[src/verilog/conv_pkg.sv]
/*
 * Shared widths, buffer map and enums for the convolution core.
 * Buffer regions are fixed and nothing checks a load against its region's size.
 * Word byte order: element 0 in bits 31..24 on input, channel 0 in bits 7..0 on output.
 */
`default_nettype none

package conv_pkg;

  localparam int DATA_W         = 32;  // stream and buffer word
  localparam int BYTE_W         = 8;
  localparam int BYTES_PER_WORD = 4;
  localparam int PROD_W         = 16;
  localparam int ACC_W          = 28;
  localparam int ADDR_W         = 10;
  localparam int BUF_DEPTH      = 1024;
  localparam int LEN_W          = 7;   // word and channel counts

  // region start addresses
  localparam logic [ADDR_W-1:0] FEAT_BASE   = 10'd0;
  localparam logic [ADDR_W-1:0] BIAS_BASE   = 10'd64;
  localparam logic [ADDR_W-1:0] WEIGHT_BASE = 10'd128;

  // requantization
  localparam int                BIAS_SHIFT = 6;   // bias alignment, low bit of result field
  localparam int                SAT_HI_BIT = 26;
  localparam logic [BYTE_W-1:0] SAT_MAX    = 8'd127;

  typedef enum logic [1:0] {CMD_LOAD_FEAT, CMD_LOAD_WEIGHT, CMD_LOAD_BIAS, CMD_RUN} cmd_e;
  typedef enum logic [1:0] {ST_IDLE, ST_LOAD, ST_RUN} ctrl_state_e;

endpackage

`default_nettype wire

[src/verilog/buf_arbiter.sv]
/*
 * Fixed priority on the buffer port: loader, MAC engine, requantizer.
 * Read data comes back one cycle after the grant on the shared rdata.
 */
`timescale 1ns/1ps
`default_nettype none

module buf_arbiter import conv_pkg::*; (
  input  wire logic              clk,
  input  wire logic              rstn,
  input  wire logic              ld_req,
  input  wire logic              ld_we,
  input  wire logic [ADDR_W-1:0] ld_addr,
  input  wire logic [DATA_W-1:0] ld_wdata,
  input  wire logic              mac_req,
  input  wire logic [ADDR_W-1:0] mac_addr,
  input  wire logic              rq_req,
  input  wire logic [ADDR_W-1:0] rq_addr,
  input  wire logic [DATA_W-1:0] mem_rdata,
  output logic                   ld_gnt,
  output logic                   mac_gnt,
  output logic                   mac_rvalid,
  output logic                   rq_gnt,
  output logic                   rq_rvalid,
  output logic                   mem_en,
  output logic                   mem_we,
  output logic [ADDR_W-1:0]      mem_addr,
  output logic [DATA_W-1:0]      mem_wdata,
  output logic [DATA_W-1:0]      rdata
);

  assign ld_gnt  = ld_req;
  assign mac_gnt = mac_req && !ld_req;
  assign rq_gnt  = rq_req && !ld_req && !mac_req;

  assign mem_en    = ld_req || mac_req || rq_req;
  assign mem_we    = ld_gnt && ld_we;  // only the loader writes
  assign mem_addr  = ld_req ? ld_addr : (mac_req ? mac_addr : rq_addr);
  assign mem_wdata = ld_wdata;
  assign rdata     = mem_rdata;

  // winner of the previous cycle owns this cycle's read data
  always_ff @(posedge clk) begin
    if (!rstn) begin
      mac_rvalid <= 1'b0;
      rq_rvalid  <= 1'b0;
    end else begin
      mac_rvalid <= mac_gnt;
      rq_rvalid  <= rq_gnt;
    end
  end

endmodule

`default_nettype wire

[config.mk]
export PLATFORM = sky130hd
export DESIGN_NAME = buf_arbiter
export DESIGN_NICKNAME = d
export VERILOG_FILES = /design/src/verilog/conv_pkg.sv /design/src/verilog/buf_arbiter.sv
export SDC_FILE = /design/constraint.sdc
export NUM_CORES = 1
export LEC_CHECK = 0
export BUFFER_PORTS_ARGS = -buffer_cell sky130_fd_sc_hd__buf_2
export CORE_AREA = 2 2 71 73
export CTS_CLUSTER_SIZE = 24
export DETAILED_ROUTE_END_ITERATION = 16
export DIE_AREA = 0 0 73 75
export SETUP_SLACK_MARGIN = 0.05
export SYNTH_ARGS = -nofsm -noshare
export SYNTH_HDL_FRONTEND = slang
export SYNTH_SLANG_ARGS = --single-unit
[constraint.sdc]
create_clock -name clk -period 0.8 [get_ports clk]
set_input_delay 0 -clock clk [delete_from_list [all_inputs] [get_ports clk]]
set_output_delay 0 -clock clk [all_outputs]
set_load 0.01 [all_outputs]
After elaboration in Yosys (flattened, before gate mapping). Cells that the tools add are included.

Bits in registers: 2. Bits of input ports: 100. Logic and storage cells: 12.

Mux-type cells: 2. Reduce and logical (&&, ||, !) cells: 8.

Operators with widths (number): $mux 10 (2); $logic_and 1x1->1 (4); $logic_not 1->1 (2); $logic_or 1x1->1 (2).

Longest topological paths before layout.
Depth after elaboration: 3. Mapped depth: 3. Gate-level depth less buffers: 2.

Worst setup path after synthesis. Ideal clock, no wire load.

Path type: input to register. Start point: input port mac_req. End point: register rq_rvalid. Setup time: 0.060 ns. Arrival: 0.529 ns. Required time: 0.740 ns. Path slack: 0.211 ns. Stages: 2. Cell sequence: nor3b_1 and2_1.

Cells in the longest elaborated chain, start to end: 2.

Ends and longest elaborated chain: from (decl) (RTL line buf_arbiter.sv:15) `input wire logic mac_req,`; $logic_not 1->1 (RTL line buf_arbiter.sv:34) `assign rq_gnt = rq_req && !ld_req && !mac_req;`; $logic_and 1x1->1 (RTL line buf_arbiter.sv:34); to (signal assigned) (RTL line buf_arbiter.sv:49) `rq_rvalid <= rq_gnt;`; to (decl) (RTL line buf_arbiter.sv:24) `output logic rq_rvalid,`.

No other way between the ends. A chain may end at the register's enable or synchronous reset.

Worst setup path in the final report.
Start point: input port mac_req. End point: output port mem_addr[7].

Cells in the longest elaborated chain, start to end: 2.

Ends and longest elaborated chain: $mux 10 (2 in a row) (RTL line buf_arbiter.sv:38) `assign mem_addr = ld_req ? ld_addr : (mac_req ? mac_addr : rq_addr);`; to (decl) (RTL line buf_arbiter.sv:27) `output logic [ADDR_W-1:0] mem_addr,`.

No other way between the ends.

==> impl_metrics.csv <==
group,metric,value,unit
floorplanning,top_level_ports,181,
yosys,ys_seq_area_share,5.14,%
yosys,yosysUniqueCellTypes,11,
yosys,synth_area,778,sq um
clock_network,cts-root-buf,"clkbuf_8",
floorplanning,start_util,16.7,%
placement,gp_congestion,0.691,
detailed_routing,drc,0,
global_routing,grt_max_degree,19,
floorplanning,die_area,5480,sq um
power,netSwitchingPower,212,uW
power,power.share.sequential,13.0,%
detailed_routing,post_drt_wl_per_cell,12.5,um
power,p_per_area,1150,nW/um^2
yosys,ys_warn_count,0,
sta,period_share,87.8,%
sta,worstMarginPinSlew,0.138,ns
hold_path,whs_path_depth,0,
global_routing,globalRouteOverflowTotal,0,
yosys,ys_seq_elements,2,
yosys,synth_top_area_cell,"buf_4",
floorplanning,rows,25,
detailed_routing,dr.pass1.iters,2,
worst_setup_path,criticalPathCategory,"in -> out",
detailed_routing,routed_via_density,3.74,
yosys,syn_area_per_cell,7.34,sq um
worst_setup_path,startpoint_type,"input port",
yosys,synth_most_common_cell,"buf_4",
outcome,status,"finished, final reports clean",
global_routing,grt_use_total,6.07,%
cells_and_area,syn2layout_area_growth,-9.16,%
worst_setup_path,critPathLaunch,"mac_req",
sta,final-hold-violation-count,0,
yosys,ys_top_cells_by_count,"buf_4 (65), mux2i_1 (10), nand2_1 (10), o21ai_1 (10), and2_1 (3)",
detailed_routing,vias,564,
clock_network,clock-sinks,2,
power,intPower,597,uW
hold_path,hold_start,"mem_rdata[12]",
worst_setup_path,worstPathRequired,0.80,ns
power,ir_drop,321,uV
floorplanning,fp.coreArea,4660,sq um
cells_and_area,n_antenna_cell,0,
yosys,synth_edf_count,0,
cells_and_area,final_area,707,sq um
clock_network,cts_tree,"yes",
floorplanning,fp.dieW,73,um
placement,place_area,652,sq um
clock_network,cts_buffers,3,
yosys,synth_flop_cell,"dfxtp_1",
power,power.leakage,0.391,nW
cells_and_area,drive_above_1_share,62.9,%
detailed_routing,drtIter0Drc,6,
clock_network,h-tree-depth,1,
sta,setup_tns,0,ns
clock_network,clock_path_buffers,2,
placement,dp_hpwl,1630,um
sta,finalSetupViolations,0,
worst_setup_path,worstPathMaxFanout,5,
sta,drv_slew,0,
yosys,synthTopCellsByArea,"buf_4 (63%), mux2i_1 (13%), o21ai_1 (6.4%), dfxtp_1 (5.1%), nand2_1 (4.8%)",
cells_and_area,fillers,552,
global_routing,grt_pass1_vias,500,
hold_path,hp-class,"in -> out",
cells_and_area,nNetsFinal,199,
sta,maxClockFrequency,1420,MHz
yosys,synth_top_area_share,62.7,%
detailed_routing,drtAntennaViolNets,0,
detailed_routing,drt-total-wl,1890,um
clock_network,hold_buffers,0,
power,switching_share,26.2,%
yosys,synthArstFlopShare,0,%
placement,port_buffers,52,
yosys,synth_cells,106,
power,clock_power_share,47.8,%
floorplanning,die-height,75,um
power,combPwrFrac,39.3,%
flow_run,cap_viol_max_count,0,
sta,rsz0062_at_grt,"no",
global_routing,grt_pass1_wl,2400,um
sta,slew_headroom,90.5,%
worst_setup_path,crit_arrival,0.70,ns
sta,fin_crit,0.703,ns
worst_setup_path,endpoint_kind,"output pin",
global_routing,antenna_found_initial,0,
yosys,synthesis.nets,206,
final cells by class:
type                    count  area (sq um)  area share, %
well taps                  54          67.6           9.56
repair buffers             56           324           45.8
multi-input cells          36           234           33.1
flip-flops and latches      2          40.0           5.66
clock buffers               3          41.3           5.84
path summary, 6_finish.rpt:
kind / end
setup / recovery: mem_addr[7]
hold / removal: rdata[12]
power by group through the flow:
stage	Clock [mW]	Sequential [mW]	Combinational (mW)
global placement	0	0.106	0.317
CTS	0.400	0.105	0.321
global route	0.410	0.105	0.353
detailed placement	0	0.106	0.321
finish	0.387	0.105	0.318
floorplan	0	0.108	0.466
critical path, stage by stage:
cell,delay [ns]
buf_4,0.14
buf_12,0.13
mux2i_1,0.11
o21ai_1,0.16
buf_2,0.16
stage by stage:
stage | std cells | hold WS, ns | setup WS [ns] | total power, mW | util [%]
2_1_floorplan | 106 | 0.0324 | 0.211 | 0.574 | -
3_3_place_gp | 148 | 0.0000686 | 0.0867 | 0.423 | 14.0
3_5_place_dp | 148 | 0.0000686 | 0.0658 | 0.427 | 14.0
4_1_cts | 151 | 0.0000686 | 0.0649 | 0.826 | 14.9
5_1_grt | 151 | 0.0000161 | 0.0508 | 0.868 | 15.2
6_report | 151 | 0.00000282 | 0.0974 | 0.810 | 15.2
sequential cells by signal (all words and copies together), names as in the netlist:
name	count
rq_rvalid	1
mac_rvalid	1
routing by layer:
layer | part of all wire [%] | vias up | routed length (um) | track usage, %
met1 | 29 | 219 | 541 | 4.72
met3 | 15 | 28 | 290 | 3.21
li1 | - | 256 | - | -
met2 | 47 | 61 | 894 | 9.21
met5 | 0 | - | 0 | 0
met4 | 8.4 | 0 | 159 | 8.85
cell families after synthesis:
group / share of synthesized area, %
compound gates: 6.43
flops: 5.14
mux: 12.9
buf+inv: 65.4
simple gates: 10.1
cell usage in the layout, fill, tap and decap left out:
cell      netlist  layout
buf_2           2      50
mux2i_1        10      10
nand2_1        10      10
o21ai_1        10      10
and2_1          3       3
clkbuf_8        0       3
buf_4          65       2
dfxtp_1         2       2
buf_12          0       2
nor2b_2         1       1
nor3b_2         0       1
or3_1           1       1
clkbuf_4        0       1
buf_6           1       1
repair_timing:
item	CTS	global route
gates resized for setup	0	5
setup buffers	0	0
endpoints found under the setup margin	0	6
No activity file was read; power rests on OpenSTA's default activity.
