===== src/verilog/conv_pkg.sv =====
/*
 * Shared widths, buffer map and enums for the convolution core.
 * Buffer regions are fixed and nothing checks a load against its region's size.
 * Word byte order: element 0 in bits 31..24 on input, channel 0 in bits 7..0 on output.
 */
`default_nettype none

package conv_pkg;

  localparam int DATA_W         = 32;  // stream and buffer word
  localparam int BYTE_W         = 8;
  localparam int BYTES_PER_WORD = 4;
  localparam int PROD_W         = 16;
  localparam int ACC_W          = 28;
  localparam int ADDR_W         = 10;
  localparam int BUF_DEPTH      = 1024;
  localparam int LEN_W          = 7;   // word and channel counts

  // region start addresses
  localparam logic [ADDR_W-1:0] FEAT_BASE   = 10'd0;
  localparam logic [ADDR_W-1:0] BIAS_BASE   = 10'd64;
  localparam logic [ADDR_W-1:0] WEIGHT_BASE = 10'd128;

  // requantization
  localparam int                BIAS_SHIFT = 6;   // bias alignment, low bit of result field
  localparam int                SAT_HI_BIT = 26;
  localparam logic [BYTE_W-1:0] SAT_MAX    = 8'd127;

  typedef enum logic [1:0] {CMD_LOAD_FEAT, CMD_LOAD_WEIGHT, CMD_LOAD_BIAS, CMD_RUN} cmd_e;
  typedef enum logic [1:0] {ST_IDLE, ST_LOAD, ST_RUN} ctrl_state_e;

endpackage

`default_nettype wire


===== src/verilog/conv_ctrl.sv =====
/*
 * Command decode and sequencing. A command is decoded the cycle start is seen;
 * load sizes come from num_words and num_outch at that moment.
 * done is a one-cycle pulse and busy falls with it.
 */
`timescale 1ns/1ps
`default_nettype none

module conv_ctrl import conv_pkg::*; (
  input  wire logic             clk,
  input  wire logic             rstn,
  input  wire cmd_e             cmd,
  input  wire logic             start,
  input  wire logic [LEN_W-1:0] num_words,
  input  wire logic [LEN_W-1:0] num_outch,
  input  wire logic             load_done,
  input  wire logic             out_done,
  output logic                  load_start,
  output logic [ADDR_W-1:0]     load_base,
  output logic [2*LEN_W-1:0]    load_count,
  output logic                  run_start,
  output logic [LEN_W-1:0]      run_words,
  output logic [LEN_W-1:0]      run_outch,
  output logic                  busy,
  output logic                  done
);

  ctrl_state_e state;
  logic        take;

  assign take = (state == ST_IDLE) && start;
  assign busy = (state != ST_IDLE);

  always_ff @(posedge clk) begin
    if (!rstn) begin
      state      <= ST_IDLE;
      load_start <= 1'b0;
      run_start  <= 1'b0;
      done       <= 1'b0;
    end else begin
      load_start <= 1'b0;  // pulses by default
      run_start  <= 1'b0;
      done       <= 1'b0;
      case (state)
        ST_IDLE: begin
          if (start) begin
            if (cmd == CMD_RUN) begin
              state     <= ST_RUN;
              run_start <= 1'b1;
            end else begin
              state      <= ST_LOAD;
              load_start <= 1'b1;
            end
          end
        end
        ST_LOAD: begin
          if (load_done) begin
            state <= ST_IDLE;
            done  <= 1'b1;
          end
        end
        ST_RUN: begin
          if (out_done) begin
            state <= ST_IDLE;
            done  <= 1'b1;
          end
        end
        default: state <= ST_IDLE;
      endcase
    end
  end

  // configuration held for the whole operation
  always_ff @(posedge clk) begin
    if (take) begin
      run_words <= num_words;
      run_outch <= num_outch;
      case (cmd)
        CMD_LOAD_WEIGHT: begin
          load_base  <= WEIGHT_BASE;
          load_count <= (2*LEN_W)'(num_words) * (2*LEN_W)'(num_outch);
        end
        CMD_LOAD_BIAS: begin
          load_base  <= BIAS_BASE;
          load_count <= (2*LEN_W)'(num_outch >> $clog2(BYTES_PER_WORD));  // 4 per word
        end
        default: begin
          load_base  <= FEAT_BASE;
          load_count <= (2*LEN_W)'(num_words);
        end
      endcase
    end
  end

endmodule

`default_nettype wire


===== config.mk =====
export PLATFORM = sky130hd
export DESIGN_NAME = conv_ctrl
export DESIGN_NICKNAME = d
export VERILOG_FILES = /design/src/verilog/conv_pkg.sv /design/src/verilog/conv_ctrl.sv
export SDC_FILE = /design/constraint.sdc
export NUM_CORES = 1
export LEC_CHECK = 0
export CORE_UTILIZATION = 45
export CTS_CLUSTER_SIZE = 40
export DETAILED_ROUTE_END_ITERATION = 8
export DONT_BUFFER_PORTS = 1
export SETUP_SLACK_MARGIN = 0.2
export SYNTH_ARGS = -nofsm -noshare
export SYNTH_HDL_FRONTEND = slang
export SYNTH_SLANG_ARGS = --single-unit

===== constraint.sdc =====
create_clock -name clk -period 8.4 [get_ports clk]
set_clock_uncertainty 0.15 [all_clocks]
set_input_delay 0 -clock clk [delete_from_list [all_inputs] [get_ports clk]]
set_output_delay 0 -clock clk [all_outputs]
set_load 0.005 [all_outputs]

# Yosys cells after proc, flatten, opt, wreduce, memory -nomap -nowiden
# Cells that the tools add are included.
dict set report totals {
  word_cells 34
  register_bits 43
  in_bits 21
  output_inout_bits 42
}
dict set report classes {
  muxes 12
  n_mul 1
  reduce_logical 5
  eq_ne 8
}
# operator count
set ops {}
lappend ops {{case mux 14 bit (2 select lines)} 1}
lappend ops {{case mux 8 bit (2 select lines)} 1}
lappend ops {{multiplier 7 x 7 -> 14 bit} 1}
lappend ops {{2-to-1 mux 2 bit} 4}
lappend ops {{== test 2 bit (second input constant)} 3}
lappend ops {{!= test 2 bit (second input constant)} 3}
lappend ops {{case mux 2 bit (3 select lines)} 1}
lappend ops {{AND reduction 3 bit} 2}
lappend ops {{== test 2 x 1 -> 1 bit (second input constant)} 2}
lappend ops {{2-to-1 mux 1 bit} 4}
lappend ops {{zero test 2 bit} 1}
lappend ops {{case mux 1 bit (2 select lines)} 1}
lappend ops {{nonzero test 2 bit} 1}
lappend ops {{logical AND 1 bit} 1}

# Logic depth before layout (Yosys ltp)
dict set report logic_depth {
  ltp_word 4
  depth_mapped 15
}

# Worst setup path before layout
# OpenSTA, ideal clock, no wires.
dict set report synth_timing {
  kind {input port to flip-flop}
  startpoint {input num_outch[3]}
  endpoint {register load_count[9] (data pin)}
  setup_time_ps 265
  n_path_buf 0
  slack_ps 4499
  cell_stages 15
  t_arrival_ps 3487
  path_cell_list {and2_1 fa_1 inv_1 fa_1 inv_1 fa_1 inv_1 fa_1 inv_1 ha_1 or2_2 a31o_1 o31ai_1 xor2_1 nor2_1}
}
dict set report synth_via {
  elab_chain_len 2
}
# element line
set synth_lines {}
lappend synth_lines {{start: declaration} conv_ctrl.sv:15} ;# input wire logic [LEN_W-1:0] num_outch,
lappend synth_lines {{multiplier 7 x 7 -> 14 bit} conv_ctrl.sv:81} ;# load_count <= (2*LEN_W)'(num_words) * (2*LEN_W)'(num_outch);
lappend synth_lines {{case mux 14 bit (2 select lines)} conv_ctrl.sv:78} ;# case (cmd)
lappend synth_lines {{end signal: assignment} conv_ctrl.sv:81}
lappend synth_lines {{end signal: assignment} conv_ctrl.sv:85} ;# load_count <= (2*LEN_W)'(num_outch >> $clog2(BYTES_PER_WORD));
lappend synth_lines {{end signal: assignment} conv_ctrl.sv:89} ;# load_count <= (2*LEN_W)'(num_words);
lappend synth_lines {{end: declaration} conv_ctrl.sv:20} ;# output logic [2*LEN_W-1:0] load_count,
# Every way passes these cells.
# A chain may end at the register's enable or synchronous reset.

# Final worst setup path
# Same ends and word-level chain as after synthesis.

==> key figures <==
Status
  • Status: finished with violations
  • Failing checks: design-rule violations

Timing
  • Setup TNS: 0 ps
  • Final setup fails: 0
  • Min cycle time layout: between 3000 and 4000 ps
  • Final Hold Violating Endpoints: 0
  • Max-slew violations: 0
  • Worst hold slack: approximately 42 ps
  • Fmax: 270 MHz
  • Setup ws final: 4690 ps
  • Final period utilization: 0.441
  • RSZ-0062 raised after global routing: no

Floorplan
  • Num rows: 29
  • Initial Utilization: 0.471
  • Core area: 6420 µm²
  • Chip width: ~84 µm
  • Die height: about 84 µm
  • # IOs: 63
  • Die area: 7050 µm²

Clock tree
  • Total CTS buffers: 5
  • Worst skew pair latency: 280 ps
  • CTS Sinks: 35
  • PostCTS Resize Cnt: 0
  • Clock root buffer: clkbuf_8
  • CTS clk-pin slew, worst paths: 70 ps
  • CTS tree: done
  • Htree depth: 2
  • Longest Clk Path Bufs: 2

Setup path
  • Worst EP required: 8280 ps
  • Worst path slowest cell: fa_1
  • Critical path cell sequence: and2_1, fa_1, inv_1, fa_1, inv_1, fa_1, inv_1, fa_1, inv_1, ha_1, or2_2, a31o_1, o31ai_1, xor2_1, nor2_1
  • Crit path buf inv count: 4
  • Critical path's top delay family: adder cells
  • WS Path Type: primary input to flop
  • Startpoint Class: primary input
  • CP Capture Type: flop
  • Critical Path Start: num_outch[3]
  • Max incr delay on CP: 530 ps
  • R2R Path Start: state[0]$_SDFFE_PN0P_
  • Worst-path fanout max: 8
  • CP arrival: 3590 ps

Synth
  • Post-Syn Area: 3020 µm²
  • Largest family of logic cells by synthesized area: adder cells
  • Synth Area in Simple Gates: 0.147
  • Post-Synth XOR/XNOR Area: 0.0145
  • Mean post-synth cell area: about 11 µm²
  • Synthesized instance count: 281
  • Yosys cell types: 45
  • EDFF count, synth: 30
  • Ys flop type: edfxtp_1
  • Synth async-reset ratio: 0
  • Post-synthesis register bit count: 35
  • Adder-Cell Fraction of Synth Area: 0.320
  • Synth Warn #: 0
  • Mux share of post-synthesis cell area: 0.00497
  • Compound-cell area share of the yosys netlist: 0.110
  • Sequential area share after synthesis: 0.331

Hold path
  • HP Start: start
  • HP Class: primary input to flop

Power and ir drop
  • Comb power frac: 0.429
  • Worst VDD drop: 0.0921 mV
  • Sw power: 0.223 mW
  • Cell-internal power: 0.421 mW
  • P_leak: 1.54 nW
  • Switching share of total power: 0.346
  • Flop pwr share: 0.344
  • Power per cell area: 188 nW/µm²
  • Clk network pwr share: 0.227

Placed design
  • Place WS: 4390 ps
  • Gp weighted congestion: 0.803
  • Port bufs: 0
  • Detail Placement HPWL: 4270 µm

Drt
  • Wirelength per Cell: 15.2 µm
  • DRT Wirelength: 5880 µm
  • Detailed-router iteration count before antenna repair: 8
  • Residual DRC: 12
  • Post-route ant nets: 0
  • DR vias: 2071
  • First DRT Iteration DRCs: 100
  • DR vias/cell: 5.35

Global routing
  • Initial antenna violation count: 0
  • Pin count of the biggest net entering global routing: 33
  • GRT overflow: 0
  • First-pass GRT wire length: 9720 µm
  • Gr usage total: 0.178
  • Vias in the first global route: 1980

Finish
  • Fraction of layout cells with a size suffix above 1: 0.0613
  • Final nets: ~400
  • Ant. Diodes: 0
  • Area grow syn2layout: 13.5%

Flow run
  • Reported max-cap violation count: 0
## through the flow
step                power, mW  area [µm²]  instances   util
finish                  0.645        3430        387  0.534
detailed placement      0.491        3090        356  0.481
CTS                     0.652        3430        387  0.534
floorplan               0.447        3050        288      -
global placement        0.492        3090        356  0.481
global route            0.696        3430        387  0.534
## layout by cell type (no fill, tap or decap), drive strengths merged, types with 9 or more instances in the layout
master,synthesis,layout
and2,36,36
dlygate4sd3,0,23
edfxtp,30,30
fa,24,24
ha,39,39
inv,39,39
nand2,20,20
nor2,9,9
o21ai,9,9
## synth_stat cells, types with 4 or more instances
library cell	instances	area (µm²)
nor2_1	9	33.8
edfxtp_1	30	901
fa_1	24	480
a22oi_1	4	30.0
ha_1	39	488
nand2_1	20	75.1
o21ai_0	7	35.0
a21o_1	4	30.0
a21oi_1	6	30.0
inv_1	39	146
buf_4	8	60.1
nand3_1	4	20.0
dfxtp_1	5	100
and2_1	36	225
## registers in the layout, summed over array words and instances (netlist names)
| register | count |
|---|---|
| load_count | 14 |
| run_outch | 7 |
| run_words | 7 |
| load_base | 2 |
| state | 2 |
| done | 1 |
| load_start | 1 |
| run_start | 1 |
## power groups by stage
stage / Clock, mW / Combinational [mW] / Sequential [mW]
detailed placement: 0 / 0.264 / 0.227
global placement: 0 / 0.265 / 0.227
global route: 0.155 / 0.318 / 0.224
CTS: 0.150 / 0.279 / 0.223
floorplan: 0 / 0.223 / 0.224
finish: 0.146 / 0.277 / 0.222
## cell families (layout without fill, tap and decap cells)
group / Yosys count / count (layout)
XOR/XNOR: 5 / 5
other: 1 / 8
multiplexers: 1 / 1
buffers and inverters: 49 / 71
adder cells (fa/ha/maj): 63 / 63
AND/OR/NAND/NOR: 83 / 83
flip-flops: 35 / 35
AO/OA/AOI/OAI: 44 / 44
## worst min-delay path, cell delays in order
cell and delay, ps:
inv_1 60, a222oi_1 110, nand2b_1 150, a21boi_1 110
## worst paths after layout
check                                               end  slack (ps)  depth (start not counted)
worst max-delay path            load_count[9]$_DFFE_PP_        4690                         15
worst min-delay path              state[1]$_SDFFE_PN0P_          40                          4
worst max register to register    state[1]$_SDFFE_PN0P_        6220                          6
worst min register to register    state[1]$_SDFFE_PN0P_         340                          2
## cell type report
| class | instances | area (µm²) |
|---|---|---|
| Clock buffer | 7 | 108 |
| Clock inverter | 1 | 5.00 |
| Fill cell | 577 | 2990 |
| Inverter | 39 | 146 |
| Multi-Input combinational cell | 204 | 1840 |
| Sequential cell | 35 | 1000 |
| Tap cell | 77 | 96.3 |
| Timing Repair Buffer | 24 | 238 |
## metal layers
| layer | share of wire | vias to the layer above | track usage |
|---|---|---|---|
| met5 | 0 | - | 0 |
| met4 | 0.010 | 0 | 0.0470 |
| met3 | 0.032 | 4 | 0.0297 |
| met2 | 0.50 | 54 | 0.296 |
| met1 | 0.46 | 1023 | 0.241 |
| li1 | - | 990 | - |
## repair_timing
item | CTS | global route
hold buffers | 23 | 0
endpoints found under the hold margin | 27 | 0
setup buffers | 0 | 0
Power figures use the tool's default switching activity.
