--- src/verilog/conv_pkg.sv ---
/*
 * Shared widths, buffer map and enums for the convolution core.
 * Buffer regions are fixed and nothing checks a load against its region's size.
 * Word byte order: element 0 in bits 31..24 on input, channel 0 in bits 7..0 on output.
 */
`default_nettype none

package conv_pkg;

  localparam int DATA_W         = 32;  // stream and buffer word
  localparam int BYTE_W         = 8;
  localparam int BYTES_PER_WORD = 4;
  localparam int PROD_W         = 16;
  localparam int ACC_W          = 28;
  localparam int ADDR_W         = 10;
  localparam int BUF_DEPTH      = 1024;
  localparam int LEN_W          = 7;   // word and channel counts

  // region start addresses
  localparam logic [ADDR_W-1:0] FEAT_BASE   = 10'd0;
  localparam logic [ADDR_W-1:0] BIAS_BASE   = 10'd64;
  localparam logic [ADDR_W-1:0] WEIGHT_BASE = 10'd128;

  // requantization
  localparam int                BIAS_SHIFT = 6;   // bias alignment, low bit of result field
  localparam int                SAT_HI_BIT = 26;
  localparam logic [BYTE_W-1:0] SAT_MAX    = 8'd127;

  typedef enum logic [1:0] {CMD_LOAD_FEAT, CMD_LOAD_WEIGHT, CMD_LOAD_BIAS, CMD_RUN} cmd_e;
  typedef enum logic [1:0] {ST_IDLE, ST_LOAD, ST_RUN} ctrl_state_e;

endpackage

`default_nettype wire

--- src/verilog/stream_loader.sv ---
/*
 * Writes load_count stream words to consecutive buffer addresses.
 * Relies on top arbiter priority, so a handshake is always a write.
 */
`timescale 1ns/1ps
`default_nettype none

module stream_loader import conv_pkg::*; (
  input  wire logic                clk,
  input  wire logic                rstn,
  input  wire logic                load_start,
  input  wire logic [ADDR_W-1:0]   load_base,
  input  wire logic [2*LEN_W-1:0]  load_count,
  input  wire logic [DATA_W-1:0]   s_tdata,
  input  wire logic                s_tvalid,
  input  wire logic                gnt,
  output logic                     s_tready,
  output logic                     req,
  output logic                     we,
  output logic [ADDR_W-1:0]        addr,
  output logic [DATA_W-1:0]        wdata,
  output logic                     load_done
);

  logic [2*LEN_W-1:0] remain;  // words still to accept
  logic               accept;
  logic               last;

  assign req       = s_tvalid & s_tready;
  assign we        = req;
  assign wdata     = s_tdata;
  assign accept    = req & gnt;
  assign last      = (remain == (2*LEN_W)'(1));
  assign load_done = accept & last;

  always_ff @(posedge clk) begin
    if (!rstn) begin
      s_tready <= 1'b0;
      remain   <= '0;
      addr     <= '0;
    end else if (load_start) begin
      s_tready <= 1'b1;
      remain   <= load_count;
      addr     <= load_base;
    end else if (accept) begin
      addr   <= addr + 1'b1;
      remain <= remain - 1'b1;
      if (last) s_tready <= 1'b0;  // close the stream on the final word
    end
  end

endmodule

`default_nettype wire

--- config.mk ---
export PLATFORM = sky130hd
export DESIGN_NAME = stream_loader
export DESIGN_NICKNAME = d
export VERILOG_FILES = /design/src/verilog/conv_pkg.sv /design/src/verilog/stream_loader.sv
export SDC_FILE = /design/constraint.sdc
export NUM_CORES = 1
export LEC_CHECK = 0
export ABC_AREA = 1
export BUFFER_PORTS_ARGS = -buffer_cell sky130_fd_sc_hd__buf_2
export CORE_UTILIZATION = 44
export CTS_CLUSTER_DIAMETER = 200
export DETAILED_ROUTE_END_ITERATION = 16
export PLACE_DENSITY_LB_ADDON = 0.05
export SYNTH_ARGS = -nofsm -noshare
export SYNTH_HDL_FRONTEND = slang
export SYNTH_SLANG_ARGS = --single-unit
--- constraint.sdc ---
create_clock -name clk -period 1.75 [get_ports clk]
set_input_delay 0.35 -clock clk [delete_from_list [all_inputs] [get_ports clk]]
set_output_delay 0.35 -clock clk [all_outputs]
set_load 0.005 [all_outputs]
# --- Word-level counts from Yosys, hierarchy flattened ---
# Index checks and enable logic that the tools add are counted.
word_totals:
  elab_cells: 19
  output_inout_bits: 46
  inputBits: 61
  regBits: 25
op_classes:
  n_reduce_logical: 3
  n_eq_ne: 1
  add_sub_neg: 2
  muxes: 7
  bitwise: 3
op_table:
  columns: ["cell", "count"]
  rows:
  - ["$mux 14", 2]
  - ["$mux 10", 2]
  - ["$eq 14x1->1 const B", 1]
  - ["$sub 14x1->14 const B", 1]
  - ["$add 10x1->10 const B", 1]
  - ["$reduce_bool 2->1", 2]
  - ["$and 1x1->1", 3]
  - ["$mux 1", 3]
  - ["$reduce_and 2->1", 1]

# --- Logic depth before layout (Yosys ltp) ---
# Gate-level depths: netlist of the first run.
logic_depth:
  ltp_word: 4
  ltp_mapped: 10
  depth_no_buf: 10

# --- Least setup slack after synthesis of the first run ---
# Ideal clock, no wire load.
synth_path:
  path_kind: "register to output"
  start: "register s_tready"
  end: "output load_done"
  path_stages_with_launch: 5
  setup_slack_ns: 0.398
  path_buffers: 0
  arrival_ns: 1.002
  required_ns: 1.400
  cell_sequence: "dfxtp_1 > nand3_4 > inv_1 > nand3_1 > nor4_1"
synth_between:
  elab_chain_len: 3
synth_lines:
  columns: ["item", "line_no", "text"]
  rows:
  - ["from (decl)", "stream_loader.sv:17", "output logic s_tready,"]
  - ["from (signal assigned)", "stream_loader.sv:38", "s_tready <= 1'b0;"]
  - ["from (signal assigned)", "stream_loader.sv:42", "s_tready <= 1'b1;"]
  - ["from (signal assigned)", "stream_loader.sv:48", "if (last) s_tready <= 1'b0;"]
  - ["$and 1x1->1", "stream_loader.sv:29", "assign req = s_tvalid & s_tready;"]
  - ["$and 1x1->1", "stream_loader.sv:32", "assign accept = req & gnt;"]
  - ["$and 1x1->1", "stream_loader.sv:34", "assign load_done = accept & last;"]
  - ["to (decl)", "stream_loader.sv:22", "output logic load_done"]
# Every way passes these cells.

# --- Final worst setup path of the first run ---
layout_path:
  start: "register remain[0]"
  end: "output load_done"
layout_between:
  elab_chain_len: 2
layout_lines:
  columns: ["item", "line_no", "text"]
  rows:
  - ["from (decl)", "stream_loader.sv:25", "logic [2*LEN_W-1:0] remain;"]
  - ["from (signal assigned)", "stream_loader.sv:43", "remain <= load_count;"]
  - ["from (signal assigned)", "stream_loader.sv:47", "remain <= remain - 1'b1;"]
  - ["$eq 14x1->1", "stream_loader.sv:33", "assign last = (remain == (2*LEN_W)'(1));"]
  - ["$and 1x1->1", "stream_loader.sv:34", null]
# Every way passes these cells.

==> metrics.txt, run 1 <==
Max stage delay on crit path 0.40 ns; WHS 0.338 ns; cell family with most CP delay flip-flops; vias per inst 4.90; mean area per synthesized cell 6.43 um2; CP Cell Sequence ha_2 > nand4_1 > nor4_2 > buf_2; grt met3 use 5.21%; Post-synth ARST share 0%; H-tree depth 1; CP required 1.40 ns; Synth Register Bits 25; clock sink total 25; initial cell density of the core between 40% and 50%; relative slew slack 64.4%; met2 Use GR 34.8%; grt total ovfl 0; largest net degree at the start of global routing 18; Worst-path clk slew 0.09 ns; post-layout min period 1.66 ns; final cycle utilization of the critical path 95.1%; vias in the first global route between 1500 and 2000; Unique masters post-synth 27; Die Y 65.7 um; GRT Total Usage 21.3%; Post-Synthesis Net Count 342; antenna violations before repair 0; Detail Route Antenna Nets 0; Hold Crit Start load_count[0]; RSZ-0062 raised after global routing false; startpoint types register; leakage power ~0.0009 uW; Pwr Density 683 nW/um2; number of flops mapped to enable cells by yosys 0; Syn-to-layout area delta 6.58%; Hold Fails Final Rpt 0; Vias between 1500 and 2000; Worst setup EP type output pin; total core area 3770 um2; starting DRC count in detailed routing 57; Placement Rows 22; HP Class in2reg; cts hold-fix bufs 0; # port buffers 42; Seq/Total Area, Yosys 28.0%; WP buf/inv 1; clock root cell clkbuf_8; CP max FO 4; Setup Viol. Count Final 0; CP max-delay cell dfxtp_1; First-pass DRT Iterations 4; diodes inserted 0; drt drc 0; Max-cap violations 0; total CTS buffers 3; WS Path Type reg2out; fin nets 358; ys flop type dfxtp_1; run status complete, no violations; post-CTS setup buffer count 0; final setup TNS 0 ns; hpwl dp 3.06 mm; CP Launch Point remain[0]; most common cell after layout, fill and taps aside nand2_1; M1 GR Usage 27.4%; Avg WL per Cell roughly 12 um; clk_lat worst skew ~0.28 ns; Clock Tree Buf Depth 2; gr busiest metal met2; Ports between 100 and 150; Mapped Cells 278; Least-Margin Pin Slew 0.534 ns; total wire length 4.19 mm; Max VDD drop 0.469 mV; clock skew between 0.005 and 0.006 ns; area of the die 4320 um2; GPL Wtd Cong between 0.8 and 0.9; Max Fclk 601 MHz; CTS tree yes; max-slew violations 0; synthesized area 1790 um2; Horiz. Die Dim 65.7 um; Syn. warnings 0; first-pass GRT wire length 7.12 mm; R2R Path Start remain[0]; layout cells sized above 1 23.2%; most frequent cells in the layout 64 x nand2_1, 42 x buf_2, 32 x inv_1; WP data arrival 1.31 ns
power breakdown:
part	switching [uW]	total (uW)	internal [uW]	leakage (uW)
clock network	200	360	160	0.0000255
registers	38.4	645	607	0.000207
logic	176	295	119	0.000692
metal layers:
metal	part of all wire, %	up-vias
met5	0	-
met4	0.74	0
met3	5.5	7
met2	46	46
met1	47	730
li1	-	888
worst reg2reg max path, stage by stage (launching register included):
cell and delay, ns:
dfxtp_1 0.35, inv_1 0.13, ha_1 0.23, nand2_1 0.07, inv_1 0.08, nand3_1 0.10
nor2_1 0.17, a21oi_1 0.08, nor2_1 0.10, nor2_1 0.04
stage by stage:
stage | instance area, um2 | cells | total power, uW | setup WS [ns] | utilization, %
after floorplan | 1790 | 278 | 894 | 0.398 | -
after global placement | 1840 | 337 | 946 | 0.296 | 48.7
after detailed placement | 1840 | 337 | 946 | 0.286 | 48.7
after CTS | 1890 | 341 | 1310 | 0.00760 | 50.1
after global routing | 1900 | 341 | 1400 | 0.00459 | 50.5
final | 1900 | 341 | 1300 | 0.0865 | 50.5
flip-flops by register name, indices dropped and copies added, names as in the netlist:
name	count
s_tready	1
addr	10
remain	14
layout make-up:
class	count	area, um2
Clock buffer	3	41.3
Clock inverter	1	5.00
Multi-Input combinational cell	181	901
Timing Repair Buffer	50	270
Inverter	33	124
Fill cell	409	1870
Tap cell	48	60.1
Sequential cell	25	503
logic make-up after synthesis:
family / count (synthesis) / synth area share (%)
adders and majority gates: 3 / 2.10
DFF: 25 / 28.0
and+or+nand+nor: 132 / 32.5
xor gates and xnor gates: 5 / 2.45
buffers and inverters: 72 / 22.6
AOI/OAI and AO/OA: 41 / 12.3
Yosys cell counts (2+ instances only):
master | n | area share, %
nor2_2 | 2 | 0.70
xnor2_1 | 2 | 0.98
nand4_1 | 6 | 2.1
a21oi_1 | 18 | 5.0
ha_1 | 3 | 2.1
nand2_1 | 64 | 13
buf_2 | 2 | 0.56
nand3_1 | 26 | 7.3
buf_4 | 33 | 14
clkbuf_1 | 3 | 0.63
o21ai_0 | 13 | 3.6
xor2_1 | 3 | 1.5
nor2_1 | 29 | 6.1
inv_1 | 32 | 6.7
dfxtp_1 | 25 | 28
a31oi_1 | 6 | 2.1
what timing repair did:
item / 4_1_cts / 5_1_grt
gates resized for setup: 1 / 6
pin swaps: 0 / 2
endpoints found under the setup margin: 1 / 1
final timing paths:
check | endpoint | slack, ns | depth (start not counted)
max | load_done | 0.09 | 4
min | remain[0] | 0.34 | 3
max reg2reg | remain[10] | 0.26 | 9
min reg2reg | s_tready | 0.50 | 2
Power figures use the tool's default switching activity.
==> run 2: changes to the inputs <==
==> constraint.sdc (replaced) <==
create_clock -name clk -period 1.75 [get_ports clk]
set_input_delay 0.0875 -clock clk [delete_from_list [all_inputs] [get_ports clk]]
set_output_delay 0.0875 -clock clk [all_outputs]
set_load 0.005 [all_outputs]
==> metrics.txt, run 2 (same netlist as run 1, synthesis figures left out) <==
Clock Tree Buf Depth 2 (unchanged); Biggest register remain (unchanged); Ports 107 (unchanged); Placement Rows 22 (unchanged); Max Fclk 608 MHz (was 601 MHz); Worst setup EP type output pin (unchanged); clk_lat worst skew 0.27 ns (was 0.28 ns); Crit path depth 5 (was 4); final instance area 1870 um2 (was 1900 um2); GPL Wtd Cong 0.832 (was 0.884); final setup TNS 0 ns (unchanged); WP data arrival 1.56 ns (was 1.31 ns); Least-Margin Pin Slew 0.579 ns (was 0.534 ns); Worst-path clk slew 0.09 ns (about the same); CP Cell Sequence nand3_4 > clkinvlp_4 > nand3_1 > nor4_1 > buf_2 (was ha_2 > nand4_1 > nor4_2 > buf_2); CP required 1.66 ns (was 1.40 ns); largest net degree at the start of global routing 24 (was 18); Net Sw Frac 31.6% (was 31.9%); grt total ovfl 0 (unchanged); total core area 3770 um2 (unchanged); relative slew slack 61.3% (was 64.4%); Max VDD drop 0.362 mV (was 0.469 mV); Net Sw Power 408 uW (was 414 uW); Top Registers remain: 14 flops, addr: 10 flops, s_tready: 1 flops (unchanged); CP Launch Point s_tready (was remain[0]); clock sink total 25 (unchanged); first-pass GRT wire length 7.02 mm (was 7.12 mm); RSZ-0062 raised after global routing false (unchanged); diodes inserted 0 (unchanged); starting DRC count in detailed routing 73 (was 57); fin nets 356 (was 358); CP max-delay cell dfxtp_1 (unchanged); most frequent cells in the layout 64 x nand2_1, 42 x buf_2, 31 x inv_1 (was 64 x nand2_1, 42 x buf_2, 32 x inv_1); WP buf/inv 2 (was 1); area of the die 4320 um2 (unchanged); cell family with most CP delay simple AND/OR/NAND/NOR gates (was flip-flops); vias in the first global route 1624 (was 1564); Tot Pwr 1290 uW (was 1300 uW); drt drc 0 (unchanged); cell internal pwr 884 uW (was 886 uW); initial cell density of the core 47.4% (unchanged); share of total power in the clock network 27.8% (was 27.7%); clock root cell clkbuf_8 (unchanged); antenna violations before repair 0 (unchanged); hpwl dp 2.93 mm (was 3.06 mm); total wire length 4.14 mm (was 4.19 mm); combinational group share of total power 22.5% (was 22.7%); Die Y 65.7 um (unchanged); clock skew 0.00341 ns (was 0.00573 ns); H-tree depth 1 (unchanged); Layout Cells excl Fill 339 (was 341); run status complete, no violations (unchanged); Area after DPL 1800 um2 (was 1840 um2); leakage power 0.000900 uW (was 0.000925 uW); CTS tree yes (unchanged); layout cells sized above 1 20.3% (was 23.2%); Worst setup endpoint load_done (unchanged); GRT Total Usage 20.8% (was 21.3%); Horiz. Die Dim 65.7 um (unchanged); cts hold-fix bufs 0 (unchanged); # port buffers 42 (unchanged); Vias 1729 (was 1671); total CTS buffers 3 (unchanged); most common cell after layout, fill and taps aside nand2_1 (unchanged); Reg power frac 49.8% (was 49.6%); internal reg-to-reg setup slack 0.21 ns (was 0.26 ns); placed cell count 332 (was 337); max-slew violations 0 (unchanged); Pwr Density 690 nW/um2 (was 683 nW/um2); post-layout util 49.6% (was 50.5%); Syn-to-layout area delta 4.69% (was 6.58%); HP Class in2reg (unchanged); Detail Route Antenna Nets 0 (unchanged); CP max FO 9 (was 4); Setup Viol. Count Final 0 (unchanged); Max-cap violations 0 (unchanged); R2R cell count 9 (unchanged); Hold Fails Final Rpt 0 (unchanged); R2R Path Start remain[0] (unchanged); Avg WL per Cell 12.2 um (was 12.3 um); final cycle utilization of the critical path 93.9% (was 95.1%); Worst R2R End remain[10] (unchanged); First-pass DRT Iterations 4 (unchanged); WS Path Type reg2out (unchanged); startpoint types register (unchanged); vias per inst 5.10 (was 4.90); Largest register FFs 14 (unchanged); Max stage delay on crit path 0.42 ns (was 0.40 ns); post-layout min period 1.64 ns (was 1.66 ns)
==> run 2: changes by cell type in the layout (fill, tap and decap cells not counted), moves of 2 or more <==
cell     change
buf_4        -2
nor2_1       +2
dfxtp_1      +2
dfxtp_2      -2
nor2_2       -2
==> run 2: final cells by class <==
| cell class | count | area, um2 |
|---|---|---|
| fillers | 406 | 1900 |
| well taps | 48 | 60.1 |
| multi-input cells | 181 | 882 |
| inverters | 33 | 128 |
| clock buffers | 4 | 45.0 |
| flip-flops and latches | 25 | 500 |
| repair buffers | 48 | 255 |
==> run 2: repair_timing <==
| item | in CTS | in global routing |
|---|---|---|
| setup buffers | 0 | 3 |
| gates resized for setup | 0 | 1 |
| setup endpoints to repair | 0 | 1 |
| hold endpoints to repair | 0 | 0 |
==> run 2: tightest hold or removal path, stage by stage <==
cell and delay [ns]:
buf_2 0.09, nand2_1 0.05, a31oi_1 0.07
==> run 2: how the worst min path moves through the flow <==
| stage | from | end | cells past startpoint |
|---|---|---|---|
| final | load_base[1] | addr[1] | 3 |
| after global routing | load_count[5] | remain[5] | 3 |
| after CTS | load_base[1] | addr[1] | 3 |
| after detailed placement | s_tdata[0] | wdata[0] | 0 |
| after global placement | s_tdata[0] | wdata[0] | 0 |
| after floorplan | load_base[1] | addr[1] | 2 |
==> run 2: power groups by stage <==
stage               Clock [uW]  Sequential, uW  Combinational [uW]
floorplan                    0             651                 243
global placement             0             656                 283
detailed placement           0             656                 283
CTS                        373             643                 285
global route               398             649                 335
finish                     359             643                 290
==> run 2: stage by stage <==
step | setup slack, ns | hold WS (ns)
global placement | 0.331 | 0.175
floorplan | 0.461 | 0.250
CTS | 0.0233 | 0.0707
finish | 0.106 | 0.0737
detailed placement | 0.278 | 0.175
global route | 0.0211 | 0.0800
==> run 2: metal layers <==
metal	routed length (um)	vias to the layer above	GRT usage, %
met2	1940	62	35.8
met1	1950	773	25.0
li1	-	886	-
met3	205	8	5.21
met4	37	0	5.98
met5	0	-	0
